--- src/verilog/dc_pkg.sv ---
package dc_pkg;

	// ================================================
	// Directory geometry
	// ================================================

	// Byte address as seen by the load/store unit
	localparam int ADDR_W = 32;

	// Four ways of 128 sets, each line is 128 bytes
	localparam int WAYS = 4;
	localparam int SETS = 128;

	// Address split is tag | index | offset
	localparam int OFFSET_W = 7;
	localparam int INDEX_W = 7;
	localparam int TAG_W = ADDR_W - INDEX_W - OFFSET_W;

	// Way number and per-set tree state for the pseudo-LRU
	localparam int WAY_W = 2;
	localparam int PLRU_W = WAYS - 1;

	// ================================================
	// Request and response types
	// ================================================

	typedef enum logic [1:0] {
		OP_LOOKUP = 2'd0,
		OP_FILL   = 2'd1,
		OP_INVAL  = 2'd2,
		OP_FLUSH  = 2'd3
	} dc_op_t;

	// External request; index and tag are derived from addr by the request stage
	typedef struct packed {
		dc_op_t                   op;
		logic [ADDR_W-1:0]        addr;
		logic [INDEX_W-1:0]       index;
		logic [TAG_W-1:0]         tag;
	} dc_req_t;

	// Registered request handed from the request stage to the hit stage
	// A flush walk step has flush_set high and only the last step has valid high
	typedef struct packed {
		logic                     valid;
		dc_op_t                   op;
		logic [INDEX_W-1:0]       index;
		logic [TAG_W-1:0]         tag;
		logic                     flush_set;
	} dc_ireq_t;

	// Response to the outside world, one per accepted request or flush
	typedef struct packed {
		dc_op_t                   op;
		logic                     hit;
		logic [WAY_W-1:0]         way;
		logic                     evicted_valid;
		logic [TAG_W-1:0]         evicted_tag;
		logic [INDEX_W-1:0]       index;
	} dc_rsp_t;

	// All tags of one set as read out of the tag array
	typedef logic [WAYS-1:0][TAG_W-1:0] dc_way_tags_t;

endpackage
--- src/verilog/dc_hit_stage.sv ---
`timescale 1ns/1ps

module dc_hit_stage (
	input  logic                            clk,
	input  logic                            rst_n,
	input  dc_pkg::dc_ireq_t                ireq,
	input  dc_pkg::dc_way_tags_t            rd_tags,
	input  logic [dc_pkg::WAYS-1:0]         rd_valid,
	input  logic [dc_pkg::WAY_W-1:0]        repl_way,
	output logic                            wr_en,
	output logic [dc_pkg::WAY_W-1:0]        wr_way,
	output logic [dc_pkg::INDEX_W-1:0]      wr_index,
	output logic [dc_pkg::TAG_W-1:0]        wr_tag,
	output logic                            clr_en,
	output logic [dc_pkg::WAY_W-1:0]        clr_way,
	output logic [dc_pkg::INDEX_W-1:0]      clr_index,
	output logic                            clr_set,
	output logic                            touch_en,
	output logic [dc_pkg::INDEX_W-1:0]      touch_index,
	output logic [dc_pkg::WAY_W-1:0]        touch_way,
	output logic                            rsp_valid,
	output dc_pkg::dc_rsp_t                 rsp
);

	logic hit;
	logic [dc_pkg::WAY_W-1:0] hit_way;
	logic free;
	logic [dc_pkg::WAY_W-1:0] free_way;
	logic [dc_pkg::WAY_W-1:0] victim;
	logic [dc_pkg::WAY_W-1:0] fill_way;
	logic evict;
	dc_pkg::dc_rsp_t rsp_d;

	// ================================================
	// Tag compare and victim choice
	// ================================================

	// Scan from the top so the lowest matching or free way wins
	always_comb begin
		hit = 1'b0;
		hit_way = '0;
		free = 1'b0;
		free_way = '0;
		for (int w = dc_pkg::WAYS - 1; w >= 0; w--) begin
			if (rd_valid[w] && rd_tags[w] == ireq.tag) begin
				hit = 1'b1;
				hit_way = dc_pkg::WAY_W'(w);
			end
			if (!rd_valid[w]) begin
				free = 1'b1;
				free_way = dc_pkg::WAY_W'(w);
			end
		end
	end

	// An empty way beats the tree choice, so a full set is the only eviction
	assign victim = free ? free_way : repl_way;
	assign fill_way = hit ? hit_way : victim;
	assign evict = !hit && !free;

	// ================================================
	// Array actions and response
	// ================================================

	always_comb begin
		wr_en = 1'b0;
		wr_way = fill_way;
		wr_index = ireq.index;
		wr_tag = ireq.tag;
		clr_en = 1'b0;
		clr_way = hit_way;
		clr_index = ireq.index;
		clr_set = 1'b0;
		touch_en = 1'b0;
		touch_index = ireq.index;
		touch_way = hit_way;
		rsp_d.op = ireq.op;
		rsp_d.hit = hit;
		rsp_d.way = hit_way;
		rsp_d.evicted_valid = 1'b0;
		rsp_d.evicted_tag = '0;
		rsp_d.index = ireq.index;
		if (ireq.flush_set) begin
			// Flush step, the set is wiped and its tree returns to zero
			clr_set = 1'b1;
			rsp_d.hit = 1'b0;
			rsp_d.way = '0;
		end else if (ireq.valid) begin
			case (ireq.op)
				dc_pkg::OP_LOOKUP: touch_en = hit;
				dc_pkg::OP_FILL: begin
					// A fill that hits rewrites the same tag in place
					wr_en = 1'b1;
					touch_en = 1'b1;
					touch_way = fill_way;
					rsp_d.way = fill_way;
					rsp_d.evicted_valid = evict;
					rsp_d.evicted_tag = evict ? rd_tags[victim] : '0;
				end
				// Invalidate leaves the tree alone
				dc_pkg::OP_INVAL: clr_en = hit;
				default: ;
			endcase
		end
	end

	// Response appears one cycle after the request was registered
	always_ff @(posedge clk) begin
		if (!rst_n) begin
			rsp_valid <= 1'b0;
		end else begin
			rsp_valid <= ireq.valid;
		end
	end

	always_ff @(posedge clk) begin
		rsp <= rsp_d;
	end

endmodule

--- config.mk ---
export PLATFORM = sky130hd
export DESIGN_NAME = dc_hit_stage
export DESIGN_NICKNAME = d
export VERILOG_FILES = /design/src/verilog/dc_pkg.sv /design/src/verilog/dc_hit_stage.sv
export SDC_FILE = /design/constraint.sdc
export NUM_CORES = 1
export LEC_CHECK = 0
export BUFFER_PORTS_ARGS = -buffer_cell sky130_fd_sc_hd__buf_2
export CAP_MARGIN = 20
export CORE_MARGIN = 2
export CORE_UTILIZATION = 35
export CTS_CLUSTER_SIZE = 14
export DETAILED_ROUTE_END_ITERATION = 10
export GPL_TIMING_DRIVEN = 0
export PLACE_DENSITY = 0.71
export SLEW_MARGIN = 40
export SYNTH_ARGS = -nofsm -noshare
export SYNTH_HDL_FRONTEND = slang
export SYNTH_SLANG_ARGS = --single-unit
--- constraint.sdc ---
create_clock -name clk -period 2.15 [get_ports clk]
set_input_delay 0.215 -clock clk [delete_from_list [all_inputs] [get_ports clk]]
set_output_delay 0.215 -clock clk [all_outputs]
set_load 0.03 [all_outputs]
==> results.json <==
{
  "syn_nets": 366,
  "synth-seq-area-share": 0.248,
  "path_delay_family": "simple AND/OR/NAND/NOR gates",
  "min_period_over_period": 0.962,
  "final_cell_mix": "buf_2 (187), xnor2_1 (47), buf_4 (46)",
  "start_util": 0.358,
  "hp-class": "input pin to register",
  "finalSetupViolCount": 0,
  "io_buffer_count": 186,
  "setup.worst_path.start_class": "input pin",
  "rows": 31,
  "drtAntennaViolNets": 0,
  "path_depth": 8,
  "num-nets-final": 565,
  "status": "finished clean",
  "grt_max_degree": 11,
  "p_leak_nw": 1.92,
  "slew_headroom": 0.546,
  "fmax_ghz": 0.484,
  "clock_sinks": 32,
  "critPathMaxStageDelay_ps": 410,
  "dr.pass1.iters": 4,
  "ys_top_cells_by_area": "dfxtp_1 (25%), xnor2_1 (18%), mux4_2 (16%), buf_4 (12%), xor2_1 (6.8%)",
  "first_iter_violations": 50,
  "grt_use_met3": 0.0453,
  "fillCellCount": 691,
  "syn_inst": 257,
  "synth-main-ff-cell": "dfxtp_1",
  "min-delay-start": "ireq[26]",
  "die-area_um2": 8080,
  "syn-cell-area_um2": 2580,
  "grt_pass1_wl_um": 13000,
  "grt-ovfl-total": 0,
  "slew_viol_final": 0,
  "met1_usage": 0.249,
  "path_cells": "buf_2 > xnor2_1 > nand4_1 > nor4_4 > nand2_2 > nand3_4 > and4bb_1 > buf_6",
  "place_hpwl_um": 7130,
  "place_congestion": 0.852,
  "yosys.area.top_type_share": 0.248,
  "yosysWarnings": 0,
  "drive_gt1_frac": 0.624,
  "path_class": "input pin to output pin",
  "grt_pass1_vias": 2592,
  "core_area_um2": 7210,
  "multiInputGateArea_um2": 1720,
  "die_w_um": 89.9,
  "drv_cap": 0,
  "synth.distinct_cells": 35,
  "htreeDepth": 2,
  "cts_buffers": 5,
  "synth.avg_cell_area_um2": 10.0,
  "utilization": 0.544,
  "worstPathMaxFanout": 5,
  "async_reset_ff_frac": 0,
  "antennaDiodeCount": 0,
  "grt_usage": 0.206,
  "fin_crit_ps": 2070,
  "synth-seq-cells": 32,
  "clkTransAtPathRegs_ps": 70,
  "grt_util_met2": 0.365,
  "whs_path_depth": 1,
  "synth.largest_area_cell": "dfxtp_1",
  "startpoint": "ireq[8]",
  "clock-root-buffer": "clkbuf_8",
  "grt_busiest_layer": "met2",
  "tightest_slew_ps": 680,
  "dr_total_vias": 2537,
  "cp-end-kind": "output pin",
  "ios": 190,
  "power.density_nw_per_um2": 478,
  "worst_ep_required_time_ps": 1930,
  "antenna_found_initial": 0,
  "final_common_cell": "buf_2",
  "critPathSlowestCell": "nor4_4",
  "ir_drop_v": 0.000222,
  "regArea_um2": 641,
  "synth_edf_count": 0,
  "critPathArrivalTime_ps": 1850,
  "wirelength_um": 8500,
  "clk_path_buf_depth": 2,
  "drc_errors": 0,
  "die_y_um": 89.9,
  "pre_cts_slack_ps": -174,
  "postLayoutSetupSlackWorst_ps": 82.3,
  "crit_buf_inv": 2,
  "tns_ps": 0,
  "vias_per_cell": 4.56,
  "wire_per_inst_um": 15.3,
  "hold_buffers": 0,
  "area_growth_syn_to_layout_pct": 52.1,
  "final-hold-violation-count": 0,
  "cts_tree": "built"
}
metal layers:
metal,up-vias,share of wire,wire length [um]
li1,1252,-,-
met5,-,0,0
met3,9,0.069,585
met4,0,0.016,138
met1,1151,0.40,3430
met2,125,0.51,4350
sequential cells by signal, summed over array words and instances, names as in the netlist:
| name | cells |
|---|---|
| rsp_valid | 1 |
| rsp | 31 |
cells by family (layout without fill, tap and decap cells):
kind of cell,Yosys count,after routing,share of synthesized area
compound gates,15,15,0.0441
flops,32,32,0.248
mux,18,18,0.157
xor+xnor,72,72,0.244
simple gates,71,71,0.172
buf+inv,49,249,0.134
cells in the mapped netlist (2+ instances only):
cell type  number
a21oi_1         2
and2_1          3
and4bb_1        2
buf_2           4
buf_4          40
clkbuf_1        2
dfxtp_1        32
inv_1           2
mux4_2         18
nand2_1         5
nand2b_1        2
nand3_1         5
nand4_1        14
nor2_1          8
nor2b_1        19
nor3_1          4
nor4_1          2
nor4_2          2
o21ai_0         5
xnor2_1        52
xor2_1         20
final timing paths:
| path | slack [ps] | end |
|---|---|---|
| setup / recovery | 80 | clr_en |
| hold / removal | 60 | rsp[29]$_DFF_P_ |
per-stage QoR:
stage | cell area [um2] | hold WS (ps) | total power [W] | std cells
2_1_floorplan | 2580 | 243 | 0.00103 | 257
3_3_place_gp | 3640 | 352 | 0.00128 | 542
3_5_place_dp | 3640 | 353 | 0.00129 | 542
4_1_cts | 3780 | 57.3 | 0.00187 | 550
5_1_grt | 3930 | 58.0 | 0.00196 | 556
6_report | 3930 | 62.8 | 0.00188 | 556
layout make-up:
| class | instances | share of cell area |
|---|---|---|
| Multi-Input combinational cell | 176 | 0.438 |
| Buffer | 47 | 0.0863 |
| Timing Repair Buffer | 192 | 0.251 |
| Tap cell | 99 | 0.0315 |
| Inverter | 2 | 0.00191 |
| Clock buffer | 6 | 0.0185 |
| Clock inverter | 2 | 0.00892 |
| Sequential cell | 32 | 0.163 |
what timing repair did:
item | in CTS | in global routing
pin swaps | 0 | 12
endpoints found under the setup margin | 5 | 5
endpoints found under the hold margin | 0 | 0
setup buffers | 0 | 6
gates resized for setup | 6 | 20
power breakdown:
part	internal (W)	switching (W)	total, W
Clock	0.000344	0.000233	0.000577
Sequential	0.000604	0.00000220	0.000606
Combinational	0.000327	0.000368	0.000695
Total	0.00127	0.000603	0.00188
(Power assumes the default switching activity.)
