--- src/verilog/dc_pkg.sv ---
package dc_pkg;

	// ================================================
	// Directory geometry
	// ================================================

	// Byte address as seen by the load/store unit
	localparam int ADDR_W = 32;

	// Four ways of 128 sets, each line is 128 bytes
	localparam int WAYS = 4;
	localparam int SETS = 128;

	// Address split is tag | index | offset
	localparam int OFFSET_W = 7;
	localparam int INDEX_W = 7;
	localparam int TAG_W = ADDR_W - INDEX_W - OFFSET_W;

	// Way number and per-set tree state for the pseudo-LRU
	localparam int WAY_W = 2;
	localparam int PLRU_W = WAYS - 1;

	// ================================================
	// Request and response types
	// ================================================

	typedef enum logic [1:0] {
		OP_LOOKUP = 2'd0,
		OP_FILL   = 2'd1,
		OP_INVAL  = 2'd2,
		OP_FLUSH  = 2'd3
	} dc_op_t;

	// External request; index and tag are derived from addr by the request stage
	typedef struct packed {
		dc_op_t                   op;
		logic [ADDR_W-1:0]        addr;
		logic [INDEX_W-1:0]       index;
		logic [TAG_W-1:0]         tag;
	} dc_req_t;

	// Registered request handed from the request stage to the hit stage
	// A flush walk step has flush_set high and only the last step has valid high
	typedef struct packed {
		logic                     valid;
		dc_op_t                   op;
		logic [INDEX_W-1:0]       index;
		logic [TAG_W-1:0]         tag;
		logic                     flush_set;
	} dc_ireq_t;

	// Response to the outside world, one per accepted request or flush
	typedef struct packed {
		dc_op_t                   op;
		logic                     hit;
		logic [WAY_W-1:0]         way;
		logic                     evicted_valid;
		logic [TAG_W-1:0]         evicted_tag;
		logic [INDEX_W-1:0]       index;
	} dc_rsp_t;

	// All tags of one set as read out of the tag array
	typedef logic [WAYS-1:0][TAG_W-1:0] dc_way_tags_t;

endpackage
--- src/verilog/dc_req_stage.sv ---
`timescale 1ns/1ps

module dc_req_stage (
	input  logic                            clk,
	input  logic                            rst_n,
	input  logic                            req_valid,
	input  dc_pkg::dc_req_t                 req,
	output dc_pkg::dc_ireq_t                ireq,
	output logic [dc_pkg::INDEX_W-1:0]      rd_index,
	output logic                            flush_busy,
	output logic [15:0]                     dropped_count
);

	// One extra bit so the counter can sit at SETS for the final busy cycle
	logic [dc_pkg::INDEX_W:0] flush_cnt;
	dc_pkg::dc_req_t req_split;
	logic walk_issue;
	logic walk_last;

	// Fill in set index and tag from the byte address
	always_comb begin
		req_split = req;
		req_split.index = req.addr[dc_pkg::OFFSET_W +: dc_pkg::INDEX_W];
		req_split.tag = req.addr[dc_pkg::OFFSET_W + dc_pkg::INDEX_W +: dc_pkg::TAG_W];
	end

	// Walk still has sets left to clear while the counter is below SETS
	assign walk_issue = flush_busy && (flush_cnt < dc_pkg::SETS);
	assign walk_last = (flush_cnt == dc_pkg::SETS - 1);

	// The arrays register this index at the same edge that ireq is loaded
	assign rd_index = flush_busy ? flush_cnt[dc_pkg::INDEX_W-1:0] : req_split.index;

	always_ff @(posedge clk) begin
		if (!rst_n) begin
			ireq <= '0;
			flush_busy <= 1'b0;
			flush_cnt <= '0;
			dropped_count <= '0;
		end else begin
			// Idle unless something below issues a step
			ireq <= '0;
			if (flush_busy) begin
				if (walk_issue) begin
					// One set per cycle, the last step asks for the flush response
					ireq.valid <= walk_last;
					ireq.op <= dc_pkg::OP_FLUSH;
					ireq.index <= flush_cnt[dc_pkg::INDEX_W-1:0];
					ireq.flush_set <= 1'b1;
					flush_cnt <= flush_cnt + 1'b1;
				end else begin
					flush_busy <= 1'b0;
					flush_cnt <= '0;
				end
				// Anything arriving during the walk is lost, count saturates
				if (req_valid && dropped_count != 16'hffff) begin
					dropped_count <= dropped_count + 16'd1;
				end
			end else if (req_valid) begin
				if (req_split.op == dc_pkg::OP_FLUSH) begin
					// Set 0 is cleared straight away, the counter starts at 1
					flush_busy <= 1'b1;
					flush_cnt <= 1;
					ireq.op <= dc_pkg::OP_FLUSH;
					ireq.flush_set <= 1'b1;
				end else begin
					ireq.valid <= 1'b1;
					ireq.op <= req_split.op;
					ireq.index <= req_split.index;
					ireq.tag <= req_split.tag;
				end
			end
		end
	end

endmodule

--- config.mk ---
export PLATFORM = sky130hd
export DESIGN_NAME = dc_req_stage
export DESIGN_NICKNAME = d
export VERILOG_FILES = /design/src/verilog/dc_pkg.sv /design/src/verilog/dc_req_stage.sv
export SDC_FILE = /design/constraint.sdc
export NUM_CORES = 1
export LEC_CHECK = 0
export ABC_CLOCK_PERIOD_IN_PS = 2800
export BUFFER_PORTS_ARGS = -buffer_cell sky130_fd_sc_hd__buf_4
export CAP_MARGIN = 5
export CORE_UTILIZATION = 48
export CTS_CLUSTER_SIZE = 24
export DETAILED_ROUTE_END_ITERATION = 10
export PLACE_DENSITY_LB_ADDON = 0.25
export SYNTH_ARGS = -nofsm -noshare
export SYNTH_HDL_FRONTEND = slang
export SYNTH_SLANG_ARGS = --single-unit
--- constraint.sdc ---
create_clock -name clk -period 2.8 [get_ports clk]
set_clock_uncertainty 0.15 [all_clocks]
set_input_delay 0.56 -clock clk [delete_from_list [all_inputs] [get_ports clk]]
set_output_delay 0.56 -clock clk [all_outputs]
set_load 0.005 [all_outputs]
==> flow_metrics.py, run 1 <==
metrics = {
    "run_status": {
        "outcome": "finished, final reports clean",
    },
    "timing": {
        "setup_tns_ns": 0,
        "hold_viol_final": 0,
        "worst_pin_slew_ns": 1.14,
        "worst_slack_ns": 0.381,
        "fmax_ghz": 0.413,
        "min_period_ns": 2.42,
        "fin_crit_sh": 0.864,
        "max-slew-margin-rel": 0.240,
        "holdWs_ns": 0.303,
        "final_max_slew_viol_count": 0,
        "setup_violations": 0,
        "rsz0062_at_grt": "false",
    },
    "clocking": {
        "clk_pin_slew_worst_paths_ns": 0.10,
        "cts_setup_buffers": 0,
        "worst_skew_pair.late_latency_ns": 0.30,
        "cts_hold_buf": 0,
        "cts_sinks": 53,
        "cts_tree": "built",
        "postCtsResizedCells": 0,
        "numCtsBuffers": 5,
        "cts_max_level": 2,
        "clock_path_buffers": 2,
        "cts-root-buf": "clkbuf_8",
    },
    "place": {
        "place_ws_ns": 0.538,
        "numPortBuffers": 82,
        "hpwlAfterDp_mm": 3.60,
        "gp_congestion": 0.833,
    },
    "drt": {
        "wire_per_inst_microns": 13.8,
        "viasPerCell": 5.56,
        "vias": 2024,
        "drtPass1Iterations": 4,
        "wirelength_mm": 5.02,
        "drc": 0,
        "antenna_left": 0,
        "drt_first_iter_violations": 128,
    },
    "floorplan": {
        "core.rowCount": 24,
        "fp.dieW_microns": 69.7,
        "start_util": 0.502,
        "core_sq_um": 4380,
        "die-area_sq_um": 4860,
        "die_y_microns": 69.7,
        "ioPinCount": 115,
    },
    "yosys": {
        "syn-mean-instance-area_sq_um": 9.57,
        "synth_compound_area_frac": 0.149,
        "synthesis.area_sq_um": 2200,
        "synth_edf_count": 0,
        "synth-seq-cells": 53,
        "synth-xor-area-share": 0,
        "synth_top_family_by_area": "simple AND/OR/NAND/NOR gates",
        "async_flop_share": 0,
        "synth-adder-area-share": 0.0114,
        "synth_top_flop_cell": "dfxtp_1",
        "synth_area_leaders": "dfxtp_1 48%, and2_1 5.1%, mux2_2 3.6%",
        "synth-simple-area-share": 0.261,
        "synth_top_area_frac": 0.482,
        "muxShareOfSynthArea": 0.0676,
        "synth.yosys.seq_area_share": 0.482,
        "synth_fp_nets": 294,
        "yosysUniqueCellTypes": 47,
        "yosys.area.top_type": "dfxtp_1",
        "synth_most_common_cell": "dfxtp_1",
        "synth_common_cells": "53 x dfxtp_1, 21 x nand2_1, 18 x and2_1, 17 x nor2_1, 11 x a21oi_1",
        "ys_warn_count": 0,
        "syn_inst": 230,
    },
    "global_routing": {
        "grt_max_degree": 24,
        "grt_pass1_vias": 1879,
        "grt_first_pass_wirelength_mm": 8.42,
        "overflow": 0,
        "antenna_found_initial": 0,
        "grtUsageTotal": 0.213,
    },
    "flow_run": {
        "drv_cap": 0,
    },
    "pwr": {
        "powerDensity_nw_per_um2": 460,
        "power_mw": 1.35,
        "p_leak_nw": 1.30,
        "ir_worst_vdd_uv": 467,
    },
    "finish": {
        "area_growth_pct": 33.2,
        "fin_util": 0.669,
        "num_antenna_cells": 0,
        "drive_gt1_frac": 0.343,
        "fin_nets": 375,
    },
    "min_path": {
        "hold_class": "input pin to flip-flop",
        "holdPathStages": 2,
        "min_from": "req[45]",
        "whs_endpoint": "ireq[7]",
    },
    "critical_path": {
        "crit_chain": "buf_4, mux2_2, buf_4",
        "reg2reg_from": "dropped_count[0]",
        "reg2reg_depth": 5,
        "r2r_end": "dropped_count[4]",
        "setup.worst_path.class": "flip-flop to output pin",
        "crit_path_max_fanout": 13,
        "arrival_ns": 1.71,
        "cp_slowest_cell": "dfxtp_1",
        "start_kind": "flip-flop",
        "worstSetupEndpointType": "output pin",
        "cpMostUsedCell": "buf_4",
        "max_stage_delay_ns": 0.67,
        "ff2ff_setup_slack_ns": 0.54,
        "required_ns": 2.09,
    },
}
state kept, by name (all words and copies together) (netlist names):
name	count
dropped_count	16
flush_cnt	8
ireq	29
metrics by stage:
step | instance area [sq um] | cells
3_5_place_dp | 2850 | 356
2_1_floorplan | 2200 | 230
5_1_grt | 2930 | 364
6_report | 2930 | 364
4_1_cts | 2930 | 364
3_3_place_gp | 2850 | 356
kinds of logic after synthesis:
group           Yosys count
buf+inv                  13
simple gates            101
flops                    53
fa+ha+maj                 2
compound gates           47
mux                      14
report_power, final:
part | switching [mW] | total, mW | internal (mW) | leakage (nW)
sequential | 0.0105 | 0.783 | 0.772 | 0.431
combinational | 0.0608 | 0.143 | 0.0825 | 0.828
clock | 0.245 | 0.424 | 0.179 | 0.0456
placed cells by master, fill, tap and decap left out, types with 3 or more instances in the layout:
cell type | netlist | layout
a21oi_1 | 11 | 11
a22oi_1 | 3 | 3
a311oi_1 | 3 | 3
a31oi_1 | 3 | 3
a32oi_1 | 7 | 7
and2_1 | 18 | 18
and3_1 | 6 | 6
buf_4 | 1 | 84
clkbuf_8 | 1 | 5
dfxtp_1 | 53 | 53
inv_1 | 3 | 3
mux2_2 | 7 | 7
mux2i_1 | 7 | 7
nand2_1 | 21 | 21
nand2b_1 | 7 | 7
nand3_1 | 6 | 6
nand4_1 | 5 | 5
nor2_1 | 17 | 17
o211a_1 | 3 | 3
o21ai_0 | 8 | 8
or3_1 | 3 | 3
metal layers:
layer | global-route usage | wire length, microns | vias up | part of all wire
met3 | 0.0596 | 321 | 6 | 0.064
met1 | 0.263 | 2120 | 951 | 0.42
met4 | 0.0667 | 37 | 0 | 0.0074
met2 | 0.361 | 2540 | 68 | 0.51
met5 | 0 | 0 | - | 0
li1 | - | - | 999 | -
critical path, delay by kind of cell (launching register included):
| kind | cells | cell delay [ns] |
|---|---|---|
| muxes | 1 | 0.34 |
| DFF | 1 | 0.67 |
| buffers and inverters | 2 | 0.40 |
cell type report:
class / instances / area [sq um]
clock inverters: 2 / 13.8
repair buffers: 84 / 631
fillers: 381 / 1450
well taps: 52 / 65.1
multi-input cells: 164 / 1080
flip-flops and latches: 53 / 1060
clock buffers: 6 / 72.6
inverters: 3 / 11.3
worst max path at each step:
stage | end | startpoint | cells after the start
4_1_cts | rd_index[5] | ireq[0] | 3
3_3_place_gp | ireq[10] | req_valid | 5
6_report | rd_index[5] | ireq[0] | 3
2_1_floorplan | rd_index[0] | ireq[0] | 3
3_5_place_dp | ireq[8] | req_valid | 5
5_1_grt | rd_index[5] | ireq[0] | 3
Note: power is estimated with default switching activity, not from simulation.
==> run 2: changes to the inputs <==
Settings changed: CELL_PAD_IN_SITES_DETAIL_PLACEMENT from default to 1, CELL_PAD_IN_SITES_GLOBAL_PLACEMENT from default to 2, CORE_UTILIZATION 48 to 27.
==> flow_metrics.py, run 2 (synthesized netlist as in run 1, its figures left out) <==
metrics = {
    "critical_path": {
        "ff2ff_setup_slack_ns": 0.54,
        "worstSetupEndpointType": "output pin",
        "max_stage_delay_ns": 0.58,
        "cp_slowest_cell": "dfxtp_1",
        "setup.worst_path.class": "flip-flop to output pin",
        "start_kind": "flip-flop",
        "required_ns": 2.09,
        "crit_path_max_fanout": 12,
        "crit_chain": "buf_4, mux2_2, buf_4",
        "reg2reg_from": "dropped_count[0]",
        "reg2reg_depth": 5,
        "arrival_ns": 1.66,
        "cpMostUsedCell": "buf_4",
        "r2r_end": "dropped_count[4]",
        "worst-path-buf-inv": 2,
        "worst_path_dominant_cell_family": "flip-flops",
    },
    "clocking": {
        "cts_max_level": 2,
        "cts_setup_buffers": 0,
        "cts-root-buf": "clkbuf_8",
        "clk_pin_slew_worst_paths_ns": 0.11,
        "worst_skew_pair.late_latency_ns": 0.30,
        "cts_hold_buf": 0,
        "postCtsResizedCells": 0,
        "clock_path_buffers": 2,
        "numCtsBuffers": 5,
        "cts_sinks": 53,
        "cts_tree": "built",
    },
    "pwr": {
        "p_leak_nw": 1.32,
        "ir_worst_vdd_uv": 209,
        "powerDensity_nw_per_um2": 481,
    },
    "finish": {
        "largest_reg_flops": 29,
        "fin_util": 0.388,
        "layout_common_cells": "85 x buf_4, 53 x dfxtp_1, 21 x nand2_1",
        "largest_register": "ireq",
        "fin_area_sq_um": 3030,
        "fin_nets": 376,
        "drive_gt1_frac": 0.345,
        "area_growth_pct": 37.5,
        "num_antenna_cells": 0,
        "fin_cells": 415,
        "fillCellCount": 933,
        "final_common_cell": "buf_4",
        "largestRegisters": "ireq: 29 flops, dropped_count: 16 flops, flush_cnt: 8 flops",
    },
    "global_routing": {
        "grtUsageTotal": 0.145,
        "overflow": 0,
        "grt_first_pass_wirelength_mm": 9.88,
        "top_usage_layer": "met2",
        "grt_max_degree": 24,
        "antenna_found_initial": 0,
        "use_met3": 0.0312,
        "grt_util_met1": 0.188,
        "use_met2": 0.238,
        "grt_pass1_vias": 2006,
    },
    "drt": {
        "drc": 0,
        "wirelength_mm": 5.99,
        "vias": 2037,
        "drtPass1Iterations": 4,
        "drt_first_iter_violations": 48,
        "viasPerCell": 4.91,
        "wire_per_inst_microns": 14.4,
        "antenna_left": 0,
    },
    "floorplan": {
        "ioPinCount": 115,
        "core_sq_um": 7810,
        "fp.dieW_microns": 92.3,
        "die-area_sq_um": 8520,
        "die_y_microns": 92.3,
        "start_util": 0.282,
        "core.rowCount": 32,
    },
    "place": {
        "gp_congestion": 0.741,
        "dpl_cell_area_sq_um": 2920,
        "numPortBuffers": 82,
        "dp.cells": 407,
        "hpwlAfterDp_mm": 4.34,
    },
    "timing": {
        "fmax_ghz": 0.422,
        "final_max_slew_viol_count": 0,
        "setup_tns_ns": 0,
        "hold_viol_final": 0,
        "rsz0062_at_grt": "false",
        "fin_crit_sh": 0.846,
        "setup_violations": 0,
        "worst_pin_slew_ns": 1.09,
        "min_period_ns": 2.37,
        "max-slew-margin-rel": 0.274,
    },
    "min_path": {
        "hold_class": "input pin to flip-flop",
        "holdPathStages": 2,
        "whs_endpoint": "ireq[1]",
        "min_from": "req[39]",
    },
    "run_status": {
        "outcome": "finished, final reports clean",
    },
    "flow_run": {
        "drv_cap": 0,
    },
}
run 2: worst reg2reg max path, cell delays in order, from the launching register on:
cell and delay (ns):
dfxtp_1 0.44, ha_1 0.31, nand4_1 0.35, nor4_4 0.48
nor2_1 0.16, a311oi_1 0.28
run 2: per-layer routing:
metal	wire, microns	part of all wire
met1	2770	0.46
met2	2840	0.47
met3	304	0.051
met4	68	0.011
met5	0	0
run 2: worst max path at each step:
stage / startpoint / end / slack [ns] / depth (start not counted)
after global placement: req_valid / ireq[16] / 0.46 / 5
after CTS: ireq[0] / rd_index[4] / 0.39 / 3
after detailed placement: req_valid / ireq[15] / 0.48 / 5
after floorplan: ireq[0] / rd_index[0] / 0.89 / 3
after global routing: dropped_count[0] / dropped_count[4] / 0.30 / 5
final: ireq[0] / rd_index[4] / 0.43 / 3
run 2: through the flow:
stage,hold WS (ns),power [mW],worst slack (ns)
after floorplan,0.316,0.861,0.893
after global placement,0.357,0.947,0.455
after detailed placement,0.367,0.950,0.475
after CTS,0.282,1.48,0.393
after global routing,0.283,1.53,0.303
final,0.291,1.46,0.431
run 2: area by class of cell:
type | count | area, sq um | share of cell area
multi-input combinational | 164 | 1080 | 0.356
sequential | 53 | 1060 | 0.350
timing repair buffer | 85 | 638 | 0.211
tap | 102 | 128 | 0.0421
clock buffer | 6 | 72.6 | 0.0240
clock inverter | 2 | 38.8 | 0.0128
inverter | 3 | 11.3 | 0.00372
run 2: report_power, final:
part	internal (mW)	switching (mW)	total (mW)	leakage, nW
Clock	0.269	0.259	0.528	0.0554
Combinational	0.0826	0.0636	0.146	0.834
Sequential	0.772	0.0101	0.783	0.431
